===== src/i2c_master_pkg.sv =====
// i2c master shared widths, register map, bit commands and bundle types
package i2c_master_pkg;

	localparam int PRESCALE_W = 16;	// prescale register width
	localparam int ADDR_W = 6;	// register bus address
	localparam int DATA_W = 8;	// register bus data

	// register offsets from the base address
	localparam logic [ADDR_W-1:0] REG_PRER_LO = 0;
	localparam logic [ADDR_W-1:0] REG_PRER_HI = 1;
	localparam logic [ADDR_W-1:0] REG_CTR = 2;
	localparam logic [ADDR_W-1:0] REG_TXR = 3;
	localparam logic [ADDR_W-1:0] REG_RXR = 4;
	localparam logic [ADDR_W-1:0] REG_CR = 5;
	localparam logic [ADDR_W-1:0] REG_SR = 6;

	// commands from the byte engine to the bit engine
	typedef enum logic [2:0] {
		CMD_NOP = 3'd0,
		CMD_START = 3'd1,
		CMD_STOP = 3'd2,
		CMD_WRITE = 3'd3,
		CMD_READ = 3'd4
	} bit_cmd_e;

	// command register bits as seen by the byte engine
	typedef struct packed {
		logic start;
		logic stop;
		logic read;
		logic write;
		logic ack_in;	// ack bit sent after a read, 1 is nack
	} byte_req_t;

	typedef struct packed {
		logic done;	// single cycle pulse
		logic ack_out;	// ack seen from the slave
		logic [DATA_W-1:0] rx_data;
	} byte_rsp_t;

	typedef struct packed {
		logic scl;
		logic sda;
		logic scl_rise;
		logic rx_bit;	// sda taken on the scl rise
	} line_state_t;

endpackage


===== src/i2c_csr.sv =====
// i2c master register file with read mux, command clearing, status and interrupt
`timescale 1ns/1ps

module i2c_csr #(
	parameter logic [i2c_master_pkg::ADDR_W-1:0] BASE_ADDR = '0
) (
	input  logic clk,
	input  logic rst,
	input  logic [i2c_master_pkg::ADDR_W-1:0] io_a_i,
	input  logic [i2c_master_pkg::DATA_W-1:0] io_di_i,
	input  logic io_re_i,
	input  logic io_we_i,
	output logic [i2c_master_pkg::DATA_W-1:0] io_do_o,
	output logic i2c_irq_o,
	output i2c_master_pkg::byte_req_t req_o,
	output logic [i2c_master_pkg::DATA_W-1:0] tx_data_o,
	output logic [i2c_master_pkg::PRESCALE_W-1:0] prescale_o,
	output logic core_en_o,
	input  i2c_master_pkg::byte_rsp_t rsp_i,
	input  logic busy_i
);

	localparam logic [i2c_master_pkg::ADDR_W-1:0] A_PRER_LO = BASE_ADDR + i2c_master_pkg::REG_PRER_LO;
	localparam logic [i2c_master_pkg::ADDR_W-1:0] A_PRER_HI = BASE_ADDR + i2c_master_pkg::REG_PRER_HI;
	localparam logic [i2c_master_pkg::ADDR_W-1:0] A_CTR = BASE_ADDR + i2c_master_pkg::REG_CTR;
	localparam logic [i2c_master_pkg::ADDR_W-1:0] A_TXR = BASE_ADDR + i2c_master_pkg::REG_TXR;
	localparam logic [i2c_master_pkg::ADDR_W-1:0] A_RXR = BASE_ADDR + i2c_master_pkg::REG_RXR;
	localparam logic [i2c_master_pkg::ADDR_W-1:0] A_CR = BASE_ADDR + i2c_master_pkg::REG_CR;
	localparam logic [i2c_master_pkg::ADDR_W-1:0] A_SR = BASE_ADDR + i2c_master_pkg::REG_SR;

	logic [i2c_master_pkg::PRESCALE_W-1:0] prer;
	logic [i2c_master_pkg::DATA_W-1:0] ctr;
	logic [i2c_master_pkg::DATA_W-1:0] txr;
	logic [i2c_master_pkg::DATA_W-1:0] cr;
	logic [i2c_master_pkg::DATA_W-1:0] sr;
	logic rxack;
	logic tip;	// read or write pending
	logic irq_flag;

	assign core_en_o = ctr[7];
	assign prescale_o = prer;
	assign tx_data_o = txr;
	assign req_o = '{start: cr[7], stop: cr[6], read: cr[5], write: cr[4], ack_in: cr[3]};

	// status byte, bits 5 to 2 reserved
	assign sr = {rxack, busy_i, 4'b0000, tip, irq_flag};

	always_ff @(posedge clk or posedge rst)
	begin
		if (rst)
			io_do_o <= '0;
		else if (io_re_i)
		begin
			case (io_a_i)
				A_PRER_LO: io_do_o <= prer[7:0];
				A_PRER_HI: io_do_o <= prer[15:8];
				A_CTR: io_do_o <= ctr;
				A_TXR: io_do_o <= txr;
				A_RXR: io_do_o <= rsp_i.rx_data;
				A_CR: io_do_o <= cr;
				A_SR: io_do_o <= sr;
				default: io_do_o <= '0;
			endcase
		end
		else
			io_do_o <= '0;
	end

	always_ff @(posedge clk or posedge rst)
	begin
		if (rst)
		begin
			prer <= '1;
			ctr <= '0;
			txr <= '0;
		end
		else if (io_we_i)
		begin
			if (io_a_i == A_PRER_LO)
				prer[7:0] <= io_di_i;
			if (io_a_i == A_PRER_HI)
				prer[15:8] <= io_di_i;
			if (io_a_i == A_CTR)
				ctr <= io_di_i;
			if (io_a_i == A_TXR)
				txr <= io_di_i;
		end
	end

	// command bits self clear, iack lasts one cycle
	always_ff @(posedge clk or posedge rst)
	begin
		if (rst)
			cr <= '0;
		else if (io_we_i && io_a_i == A_CR)
		begin
			if (core_en_o)
				cr <= io_di_i;
		end
		else
		begin
			if (rsp_i.done)
				cr[7:4] <= 4'h0;
			cr[2:0] <= 3'b000;
		end
	end

	always_ff @(posedge clk or posedge rst)
	begin
		if (rst)
		begin
			rxack <= 1'b0;
			tip <= 1'b0;
			irq_flag <= 1'b0;
			i2c_irq_o <= 1'b0;
		end
		else
		begin
			rxack <= rsp_i.ack_out;
			tip <= cr[5] | cr[4];
			irq_flag <= (rsp_i.done | irq_flag) & ~cr[0];
			i2c_irq_o <= irq_flag & ctr[6];	// gated by ien
		end
	end

endmodule


===== src/i2c_byte_engine.sv =====
// i2c byte engine, sequences bit commands for start, eight data bits, ack and stop
`timescale 1ns/1ps

module i2c_byte_engine (
	input  logic clk,
	input  logic rst,
	input  i2c_master_pkg::byte_req_t req_i,
	input  logic [i2c_master_pkg::DATA_W-1:0] tx_data_i,
	output i2c_master_pkg::byte_rsp_t rsp_o,
	output i2c_master_pkg::bit_cmd_e bit_cmd_o,
	output logic bit_tx_o,
	input  logic bit_ack_i,
	input  logic bit_rx_i
);

	typedef enum logic [2:0] {
		ST_IDLE,
		ST_START,
		ST_READ,
		ST_WRITE,
		ST_ACK,
		ST_STOP
	} state_e;

	state_e state;
	logic [i2c_master_pkg::DATA_W-1:0] sr;	// shared tx and rx shifter
	logic [2:0] dcnt;
	logic ld;
	logic shift;
	logic done;
	logic ack_out;
	logic go;

	// done is still high the cycle after, so a stale request is not restarted
	assign go = (req_i.read | req_i.write | req_i.stop) & ~done;

	assign rsp_o.done = done;
	assign rsp_o.ack_out = ack_out;
	assign rsp_o.rx_data = sr;

	always_ff @(posedge clk or posedge rst)
	begin
		if (rst)
		begin
			sr <= '0;
			dcnt <= '0;
		end
		else if (ld)
		begin
			sr <= tx_data_i;
			dcnt <= 3'd7;
		end
		else if (shift)
		begin
			sr <= {sr[6:0], bit_rx_i};
			dcnt <= dcnt - 3'd1;
		end
	end

	always_ff @(posedge clk or posedge rst)
	begin
		if (rst)
		begin
			state <= ST_IDLE;
			bit_cmd_o <= i2c_master_pkg::CMD_NOP;
			bit_tx_o <= 1'b0;
			ld <= 1'b0;
			shift <= 1'b0;
			done <= 1'b0;
			ack_out <= 1'b0;
		end
		else
		begin
			bit_tx_o <= sr[7];	// msb first
			ld <= 1'b0;
			shift <= 1'b0;
			done <= 1'b0;
			case (state)
				ST_IDLE:
					if (go)
					begin
						ld <= 1'b1;
						if (req_i.start)
						begin
							state <= ST_START;
							bit_cmd_o <= i2c_master_pkg::CMD_START;
						end
						else if (req_i.read)
						begin
							state <= ST_READ;
							bit_cmd_o <= i2c_master_pkg::CMD_READ;
						end
						else if (req_i.write)
						begin
							state <= ST_WRITE;
							bit_cmd_o <= i2c_master_pkg::CMD_WRITE;
						end
						else
						begin
							state <= ST_STOP;
							bit_cmd_o <= i2c_master_pkg::CMD_STOP;
						end
					end
				ST_START:
					if (bit_ack_i)
					begin
						ld <= 1'b1;
						state <= req_i.read ? ST_READ : ST_WRITE;
						bit_cmd_o <= req_i.read ? i2c_master_pkg::CMD_READ
							: i2c_master_pkg::CMD_WRITE;
					end
				ST_WRITE:
					if (bit_ack_i)
					begin
						if (dcnt == 3'd0)
						begin
							state <= ST_ACK;
							bit_cmd_o <= i2c_master_pkg::CMD_READ;	// slave ack
						end
						else
							shift <= 1'b1;
					end
				ST_READ:
					if (bit_ack_i)
					begin
						shift <= 1'b1;
						bit_tx_o <= req_i.ack_in;
						if (dcnt == 3'd0)
						begin
							state <= ST_ACK;
							bit_cmd_o <= i2c_master_pkg::CMD_WRITE;	// master ack
						end
					end
				ST_ACK:
					if (bit_ack_i)
					begin
						ack_out <= bit_rx_i;
						bit_tx_o <= 1'b1;
						if (req_i.stop)
						begin
							state <= ST_STOP;
							bit_cmd_o <= i2c_master_pkg::CMD_STOP;
						end
						else
						begin
							state <= ST_IDLE;
							bit_cmd_o <= i2c_master_pkg::CMD_NOP;
							done <= 1'b1;
						end
					end
					else
						bit_tx_o <= req_i.ack_in;
				ST_STOP:
					if (bit_ack_i)
					begin
						state <= ST_IDLE;
						bit_cmd_o <= i2c_master_pkg::CMD_NOP;
						done <= 1'b1;
					end
				default: state <= ST_IDLE;
			endcase
		end
	end

endmodule


===== src/i2c_bit_engine.sv =====
// i2c bit engine, prescaled phase timing, clock stretch wait and line waveforms
`timescale 1ns/1ps

module i2c_bit_engine (
	input  logic clk,
	input  logic rst,
	input  logic core_en_i,
	input  logic [i2c_master_pkg::PRESCALE_W-1:0] prescale_i,
	input  i2c_master_pkg::bit_cmd_e cmd_i,
	input  logic tx_i,
	output logic cmd_ack_o,
	output logic rx_o,
	input  i2c_master_pkg::line_state_t line_i,
	output logic scl_oen_o,
	output logic sda_oen_o
);

	// one hot phases, idle is all zero
	typedef enum logic [16:0] {
		IDLE = 17'h0,
		START_A = 17'h1 << 0,
		START_B = 17'h1 << 1,
		START_C = 17'h1 << 2,
		START_D = 17'h1 << 3,
		START_E = 17'h1 << 4,
		STOP_A = 17'h1 << 5,
		STOP_B = 17'h1 << 6,
		STOP_C = 17'h1 << 7,
		STOP_D = 17'h1 << 8,
		RD_A = 17'h1 << 9,
		RD_B = 17'h1 << 10,
		RD_C = 17'h1 << 11,
		RD_D = 17'h1 << 12,
		WR_A = 17'h1 << 13,
		WR_B = 17'h1 << 14,
		WR_C = 17'h1 << 15,
		WR_D = 17'h1 << 16
	} phase_e;

	phase_e phase;
	logic [i2c_master_pkg::PRESCALE_W-1:0] cnt;
	logic clk_en;	// one cycle per phase
	logic dscl_oen;
	logic slave_wait;

	// scl released by us but still read low means the slave holds it
	always_ff @(posedge clk or posedge rst)
	begin
		if (rst)
		begin
			dscl_oen <= 1'b1;
			slave_wait <= 1'b0;
		end
		else
		begin
			dscl_oen <= scl_oen_o;
			slave_wait <= (scl_oen_o & ~dscl_oen & ~line_i.scl) | (slave_wait & ~line_i.scl);
		end
	end

	always_ff @(posedge clk or posedge rst)
	begin
		if (rst)
		begin
			cnt <= '0;
			clk_en <= 1'b1;
		end
		else if (cnt == '0 || !core_en_i)
		begin
			cnt <= prescale_i;
			clk_en <= 1'b1;
		end
		else
		begin
			if (!slave_wait)
				cnt <= cnt - 1'b1;	// frozen while stretched
			clk_en <= 1'b0;
		end
	end

	always_ff @(posedge clk)
	begin
		if (line_i.scl_rise)
			rx_o <= line_i.rx_bit;
	end

	always_ff @(posedge clk or posedge rst)
	begin
		if (rst)
		begin
			phase <= IDLE;
			cmd_ack_o <= 1'b0;
			scl_oen_o <= 1'b1;
			sda_oen_o <= 1'b1;
		end
		else
		begin
			cmd_ack_o <= 1'b0;
			if (clk_en)
			begin
				case (phase)
					IDLE:
						case (cmd_i)
							i2c_master_pkg::CMD_START: phase <= START_A;
							i2c_master_pkg::CMD_STOP: phase <= STOP_A;
							i2c_master_pkg::CMD_WRITE: phase <= WR_A;
							i2c_master_pkg::CMD_READ: phase <= RD_A;
							default: phase <= IDLE;
						endcase
					START_A:
					begin
						phase <= START_B;
						sda_oen_o <= 1'b1;	// sda up, also for repeated start
					end
					START_B:
					begin
						phase <= START_C;
						scl_oen_o <= 1'b1;
					end
					START_C:
					begin
						phase <= START_D;
						sda_oen_o <= 1'b0;	// start condition
					end
					START_D: phase <= START_E;
					START_E:
					begin
						phase <= IDLE;
						cmd_ack_o <= 1'b1;
						scl_oen_o <= 1'b0;
					end
					STOP_A:
					begin
						phase <= STOP_B;
						scl_oen_o <= 1'b0;
						sda_oen_o <= 1'b0;
					end
					STOP_B:
					begin
						phase <= STOP_C;
						scl_oen_o <= 1'b1;
					end
					STOP_C: phase <= STOP_D;
					STOP_D:
					begin
						phase <= IDLE;
						cmd_ack_o <= 1'b1;
						sda_oen_o <= 1'b1;	// stop condition
					end
					RD_A:
					begin
						phase <= RD_B;
						scl_oen_o <= 1'b0;
						sda_oen_o <= 1'b1;	// let the slave drive
					end
					RD_B:
					begin
						phase <= RD_C;
						scl_oen_o <= 1'b1;
					end
					RD_C: phase <= RD_D;
					RD_D:
					begin
						phase <= IDLE;
						cmd_ack_o <= 1'b1;
						scl_oen_o <= 1'b0;
					end
					WR_A:
					begin
						phase <= WR_B;
						scl_oen_o <= 1'b0;
						sda_oen_o <= tx_i;
					end
					WR_B:
					begin
						phase <= WR_C;
						scl_oen_o <= 1'b1;
					end
					WR_C: phase <= WR_D;
					WR_D:
					begin
						phase <= IDLE;
						cmd_ack_o <= 1'b1;
						scl_oen_o <= 1'b0;
					end
					default: phase <= IDLE;
				endcase
			end
		end
	end

endmodule


===== src/i2c_line_monitor.sv =====
// i2c line monitor, synchronizes scl and sda, tracks bus busy and samples data
`timescale 1ns/1ps

module i2c_line_monitor (
	input  logic clk,
	input  logic rst,
	input  logic scl_i,
	input  logic sda_i,
	output i2c_master_pkg::line_state_t line_o,
	output logic busy_o
);

	logic [1:0] sync_scl;
	logic [1:0] sync_sda;
	logic d_scl;	// previous synchronized level
	logic d_sda;
	logic sta_cond;
	logic sto_cond;
	logic scl_rise;
	logic rx_bit;

	always_ff @(posedge clk or posedge rst)
	begin
		if (rst)
		begin
			sync_scl <= 2'b11;	// idle bus reads high
			sync_sda <= 2'b11;
			d_scl <= 1'b1;
			d_sda <= 1'b1;
		end
		else
		begin
			sync_scl <= {sync_scl[0], scl_i};
			sync_sda <= {sync_sda[0], sda_i};
			d_scl <= sync_scl[1];
			d_sda <= sync_sda[1];
		end
	end

	// start is sda falling with scl high, stop is sda rising with scl high
	always_ff @(posedge clk or posedge rst)
	begin
		if (rst)
		begin
			sta_cond <= 1'b0;
			sto_cond <= 1'b0;
			busy_o <= 1'b0;
			scl_rise <= 1'b0;
		end
		else
		begin
			sta_cond <= ~sync_sda[1] & d_sda & sync_scl[1];
			sto_cond <= sync_sda[1] & ~d_sda & sync_scl[1];
			busy_o <= (sta_cond | busy_o) & ~sto_cond;
			scl_rise <= sync_scl[1] & ~d_scl;
		end
	end

	// data valid in the same cycle as the scl_rise pulse
	always_ff @(posedge clk)
	begin
		if (sync_scl[1] & ~d_scl)
			rx_bit <= sync_sda[1];
	end

	assign line_o = '{scl: sync_scl[1], sda: sync_sda[1], scl_rise: scl_rise, rx_bit: rx_bit};

endmodule


===== src/i2c_master.sv =====
// i2c master top, register file with byte engine, bit engine and line monitor
`timescale 1ns/1ps

module i2c_master #(
	parameter logic [i2c_master_pkg::ADDR_W-1:0] BASE_ADDR = '0
) (
	input  logic clk,
	input  logic rst,
	input  logic [i2c_master_pkg::ADDR_W-1:0] io_a_i,
	input  logic [i2c_master_pkg::DATA_W-1:0] io_di_i,
	input  logic io_re_i,
	input  logic io_we_i,
	output logic [i2c_master_pkg::DATA_W-1:0] io_do_o,
	output logic i2c_irq_o,
	input  logic scl_i,
	input  logic sda_i,
	output logic scl_oen_o,	// active low, high releases the line
	output logic sda_oen_o
);

	i2c_master_pkg::byte_req_t req;
	i2c_master_pkg::byte_rsp_t rsp;
	i2c_master_pkg::bit_cmd_e bit_cmd;
	i2c_master_pkg::line_state_t line;
	logic [i2c_master_pkg::DATA_W-1:0] tx_data;
	logic [i2c_master_pkg::PRESCALE_W-1:0] prescale;
	logic core_en;
	logic bit_tx;
	logic bit_ack;
	logic bit_rx;
	logic busy;

	i2c_csr #(.BASE_ADDR(BASE_ADDR)) csr0 (
		.clk(clk), .rst(rst), .io_a_i(io_a_i), .io_di_i(io_di_i), .io_re_i(io_re_i),
		.io_we_i(io_we_i), .io_do_o(io_do_o), .i2c_irq_o(i2c_irq_o), .req_o(req),
		.tx_data_o(tx_data), .prescale_o(prescale), .core_en_o(core_en),
		.rsp_i(rsp), .busy_i(busy)
	);

	i2c_byte_engine byte0 (
		.clk(clk), .rst(rst), .req_i(req), .tx_data_i(tx_data), .rsp_o(rsp),
		.bit_cmd_o(bit_cmd), .bit_tx_o(bit_tx), .bit_ack_i(bit_ack), .bit_rx_i(bit_rx)
	);

	i2c_bit_engine bit0 (
		.clk(clk), .rst(rst), .core_en_i(core_en), .prescale_i(prescale),
		.cmd_i(bit_cmd), .tx_i(bit_tx), .cmd_ack_o(bit_ack), .rx_o(bit_rx),
		.line_i(line), .scl_oen_o(scl_oen_o), .sda_oen_o(sda_oen_o)
	);

	i2c_line_monitor mon0 (
		.clk(clk), .rst(rst), .scl_i(scl_i), .sda_i(sda_i), .line_o(line), .busy_o(busy)
	);

endmodule


===== config.mk =====
export PLATFORM = sky130hd
export DESIGN_NAME = i2c_master
export DESIGN_NICKNAME = d
export VERILOG_FILES = /design/src/i2c_master_pkg.sv /design/src/i2c_csr.sv /design/src/i2c_byte_engine.sv /design/src/i2c_bit_engine.sv /design/src/i2c_line_monitor.sv /design/src/i2c_master.sv
export SDC_FILE = /design/constraint.sdc
export NUM_CORES = 1
export LEC_CHECK = 0
export BUFFER_PORTS_ARGS = -buffer_cell sky130_fd_sc_hd__buf_2
export CAP_MARGIN = 10
export CORE_UTILIZATION = 58
export DETAILED_ROUTE_END_ITERATION = 6
export GPL_TIMING_DRIVEN = 0
export HOLD_SLACK_MARGIN = 0.02
export MAX_ROUTING_LAYER = met4
export PLACE_DENSITY = 0.84
export SYNTH_ARGS = -nofsm -noshare
export SYNTH_HDL_FRONTEND = slang
export SYNTH_SLANG_ARGS = --single-unit

===== constraint.sdc =====
create_clock -name clk -period 8.4 [get_ports clk]
set_input_delay 1.68 -clock clk [delete_from_list [all_inputs] [get_ports clk]]
set_output_delay 1.68 -clock clk [all_outputs]
set_load 0.05 [all_outputs]

==> metrics.csv <==
metric;value;unit
Starting Density;60.2;%
Final HPWL DP;9300;µm
most common cell in the netlist;dfrtp_1;
clock power share;35.4;%
worst flop-to-flop path startpoint;bit0.phase[9]$_DFFE_PP0P_;
post-synth top area share;40.8;%
post-route clock period utilization;39.6;%
Seq/Total Area, Yosys;53.3;%
cell internal pwr;1510;µW
Top delay family on crit path;simple AND/OR/NAND/NOR gates;
synth unique cells;61;
Row Count;36;
initial antenna violation count;0;
type of the most critical hold path;flop to flop;
root buffer cell;clkbuf_8;
Slew @ Worst Pin;926;ps
Slew Viols, Final;0;
hold path startpoint;mon0.sync_scl[0]$_DFF_PP1_;
Peak VDD IR;0.147;mV
Slew HR;37.8;%
post-route setup slack;5070;ps
via count;4501;
leading area contributor after synthesis;dfrtp_1;
via/cell ratio;6.15;
Placement Setup Slack;4610;ps
Post-synth EDFFs;2;
core area;9860;µm²
Setup Crit Path Kind;primary input to flop;
Mapped Avg Cell Area;11.0;µm²
Final setup viols;0;
Post-Syn Nets;561;
share of power burned in registers;36.8;%
ys flop type;dfrtp_1;
Crit path buffers/inverters;2;
Die Width;103;µm
TritonCTS buffer count;17;
clock sink total;125;
vias in the first global route;4601;
hold buffer count at CTS;0;
Max H-tree Level;4;
CP required;8850;ps
crit path time final;3330;ps
Fin. Hold Viols;0;
Die Area;10700;µm²
RD Place Congestion;0.952;
clock skew;10.1;ps
FFs w/ async S/R, synth;98.4;%
CP arrival;3770;ps
Area growth, synth to finish;16.5;%
GRT Total Usage;30.7;%
Post-CTS Setup Bufs;0;
#FFs+latches synth;125;
Worst setup SP type;primary input;
Psw;743;µW
Antenna Cells;0;
crit path from;io_a_i[3];
Slowest-stage cell, CP;nor3b_4;
Max Buffers Root-to-Sink;2;
CTS clk-pin slew, worst paths;60;ps
Switching Share;33.0;%
Synth Instances;538;
critical-path cell list;buf_2, or3_1, or3_1, buf_2, nor3b_4, mux2_2;
mapped cell area;5940;µm²
DRT Pass-1 Iters;4;
FMAX;300;MHz
pwr/cell area;325;nW/µm²
Warnings, synthesis;0;
wire per inst;19.3;µm
synth top area cells;dfrtp_1 (41%), dfstp_2 (11%), mux2_2 (7.6%);
Leak;0.00309;µW
CP max stage delay;610;ps
RSZ-0062 raised after global routing;false;
Overflow after GRT;0;
num ports;31;
Total Routed Length;14100;µm
first-pass GRT wire length;23300;µm
crit path max fanout;10;
port bufs;28;
Final nets;609;
max_cap viols;0;
Clk Latency, worst-skew pair;530;ps
share of layout cells above drive strength 1;23.5;%
largest net degree at the start of global routing;84;
number of DRC markers in iteration 0;403;
TritonCTS clock tree;yes;
FF-to-FF setup slack;5940;ps
post-CTS sizing;0;
TNS Setup;0;ps
Critical Path Sink Type;flop;
Detail Route Antenna Nets;0;
DRC;0;
Chip Height;103;µm
Logic pwr share;27.8;%
synth cell count leaders;dfrtp_1 (97), nand2_1 (48), mux2_2 (40);
status;finished, final reports clean;
routing by layer:
metal / part of all wire [%] / vias up / wire, µm / track usage (%)
li1: - / 2053 / - / -
met5: 0 / - / 0 / -
met1: 43 / 2241 / 6080 / 39.2
met2: 49 / 187 / 6940 / 48.2
met3: 6.3 / 20 / 890 / 7.19
met4: 1.5 / 0 / 211 / 11.4
power by group through the flow:
| stage | clock, µW | sequential (µW) | combinational [µW] |
|---|---|---|---|
| after floorplan | 0 | 818 | 471 |
| after global placement | 0 | 825 | 584 |
| after detailed placement | 0 | 831 | 610 |
| after CTS | 801 | 826 | 623 |
| after global routing | 834 | 843 | 690 |
| final | 797 | 828 | 626 |
flip-flops by register name (all words and copies together), names as in the netlist, 3 cells and up:
name / count
byte0.dcnt: 3
byte0.state: 3
byte0.bit_cmd_o: 3
csr0.cr: 8
csr0.tx_data_o: 8
bit0.phase: 17
bit0.cnt: 16
byte0.sr: 8
csr0.io_do_o: 8
csr0.ctr: 8
csr0.prescale_o: 16
per-stage QoR:
step	total power (µW)	std cells	hold slack (ps)	instance area, µm²	util [%]
final	2250	732	355	6930	70.2
after global routing	2370	732	362	6930	70.2
after global placement	1410	699	347	6250	63.4
after detailed placement	1440	700	348	6280	63.7
after CTS	2250	732	357	6930	70.2
after floorplan	1290	538	345	5940	-
cells by family (layout without fill, tap and decap cells):
family / count (synthesis) / in the layout / synth area share [%]
and+or+nand+nor: 175 / 175 / 16.0
DFF: 125 / 125 / 53.3
AOI/OAI and AO/OA: 102 / 102 / 11.6
muxes: 73 / 73 / 13.1
buffers and inverters: 43 / 104 / 2.76
xor gates and xnor gates: 17 / 17 / 2.51
adders and majority gates: 3 / 3 / 0.632
path summary, 6_finish.rpt:
| kind | endpoint | cells after the start |
|---|---|---|
| max | csr0.prescale_o[5]$_DFFE_PP1P_ | 6 |
| min | mon0.sync_scl[1]$_DFF_PP1_ | 0 |
| max reg2reg | bit0.phase[9]$_DFFE_PP0P_ | 6 |
| min reg2reg | mon0.sync_scl[1]$_DFF_PP1_ | 0 |
| max in group asynchronous | csr0.prescale_o[1]$_DFFE_PP1P_ | 3 |
| min in group asynchronous | bit0.phase[11]$_DFFE_PP0P_ | 2 |
worst reg2reg max path, stage by stage (launching register included):
cell and delay, ps:
dfrtp_1 360, clkbuf_1 220, nor4_1 620, nor4b_2 530
nand3_1 170, nor4b_1 370, a21o_1 130
final cells by class:
type / count / area [µm²]
buffer: 26 / 100
clock buffer: 20 / 435
clock inverter: 12 / 209
fill: 661 / 2940
inverter: 17 / 68.8
multi-input combinational: 370 / 2610
sequential: 125 / 3170
tap: 133 / 166
timing repair buffer: 29 / 168
layout by cell type, fill, tap and decap left out, types with 3 or more instances in the layout:
cell       synthesis  routed
nand3_1           11      11
mux2_2            40      40
a22oi_1            6       6
nor2b_1            3       3
o22a_1             5       5
xnor2_1           10      10
dfstp_2           26      26
inv_6              0       4
a21oi_1           14      14
and3_1             5       5
nor3b_1            6       6
or3_1              4       4
nor4b_1            3       3
o21a_1             6       6
dfrtp_1           97      97
nor2_1            35      35
or4_1              4       4
nor3_1             8       8
nand4_1            7       7
and2_1             3       3
inv_1             17      16
buf_2              2      30
ha_1               3       3
a21o_1             7       7
xor2_1             7       7
o32ai_1            4       4
nand2_1           48      48
nor4_1            11      11
o21ai_0           32      32
o22ai_1            5       5
bufinv_16          0       5
clkbuf_1          18      20
clkbuf_16          0      16
o221ai_1           4       4
a22o_1             5       5
buf_1              6       6
nand3b_1           3       3
nand2b_1           9       9
mux2i_1           33      33
Note: power is estimated with default switching activity, not from simulation.
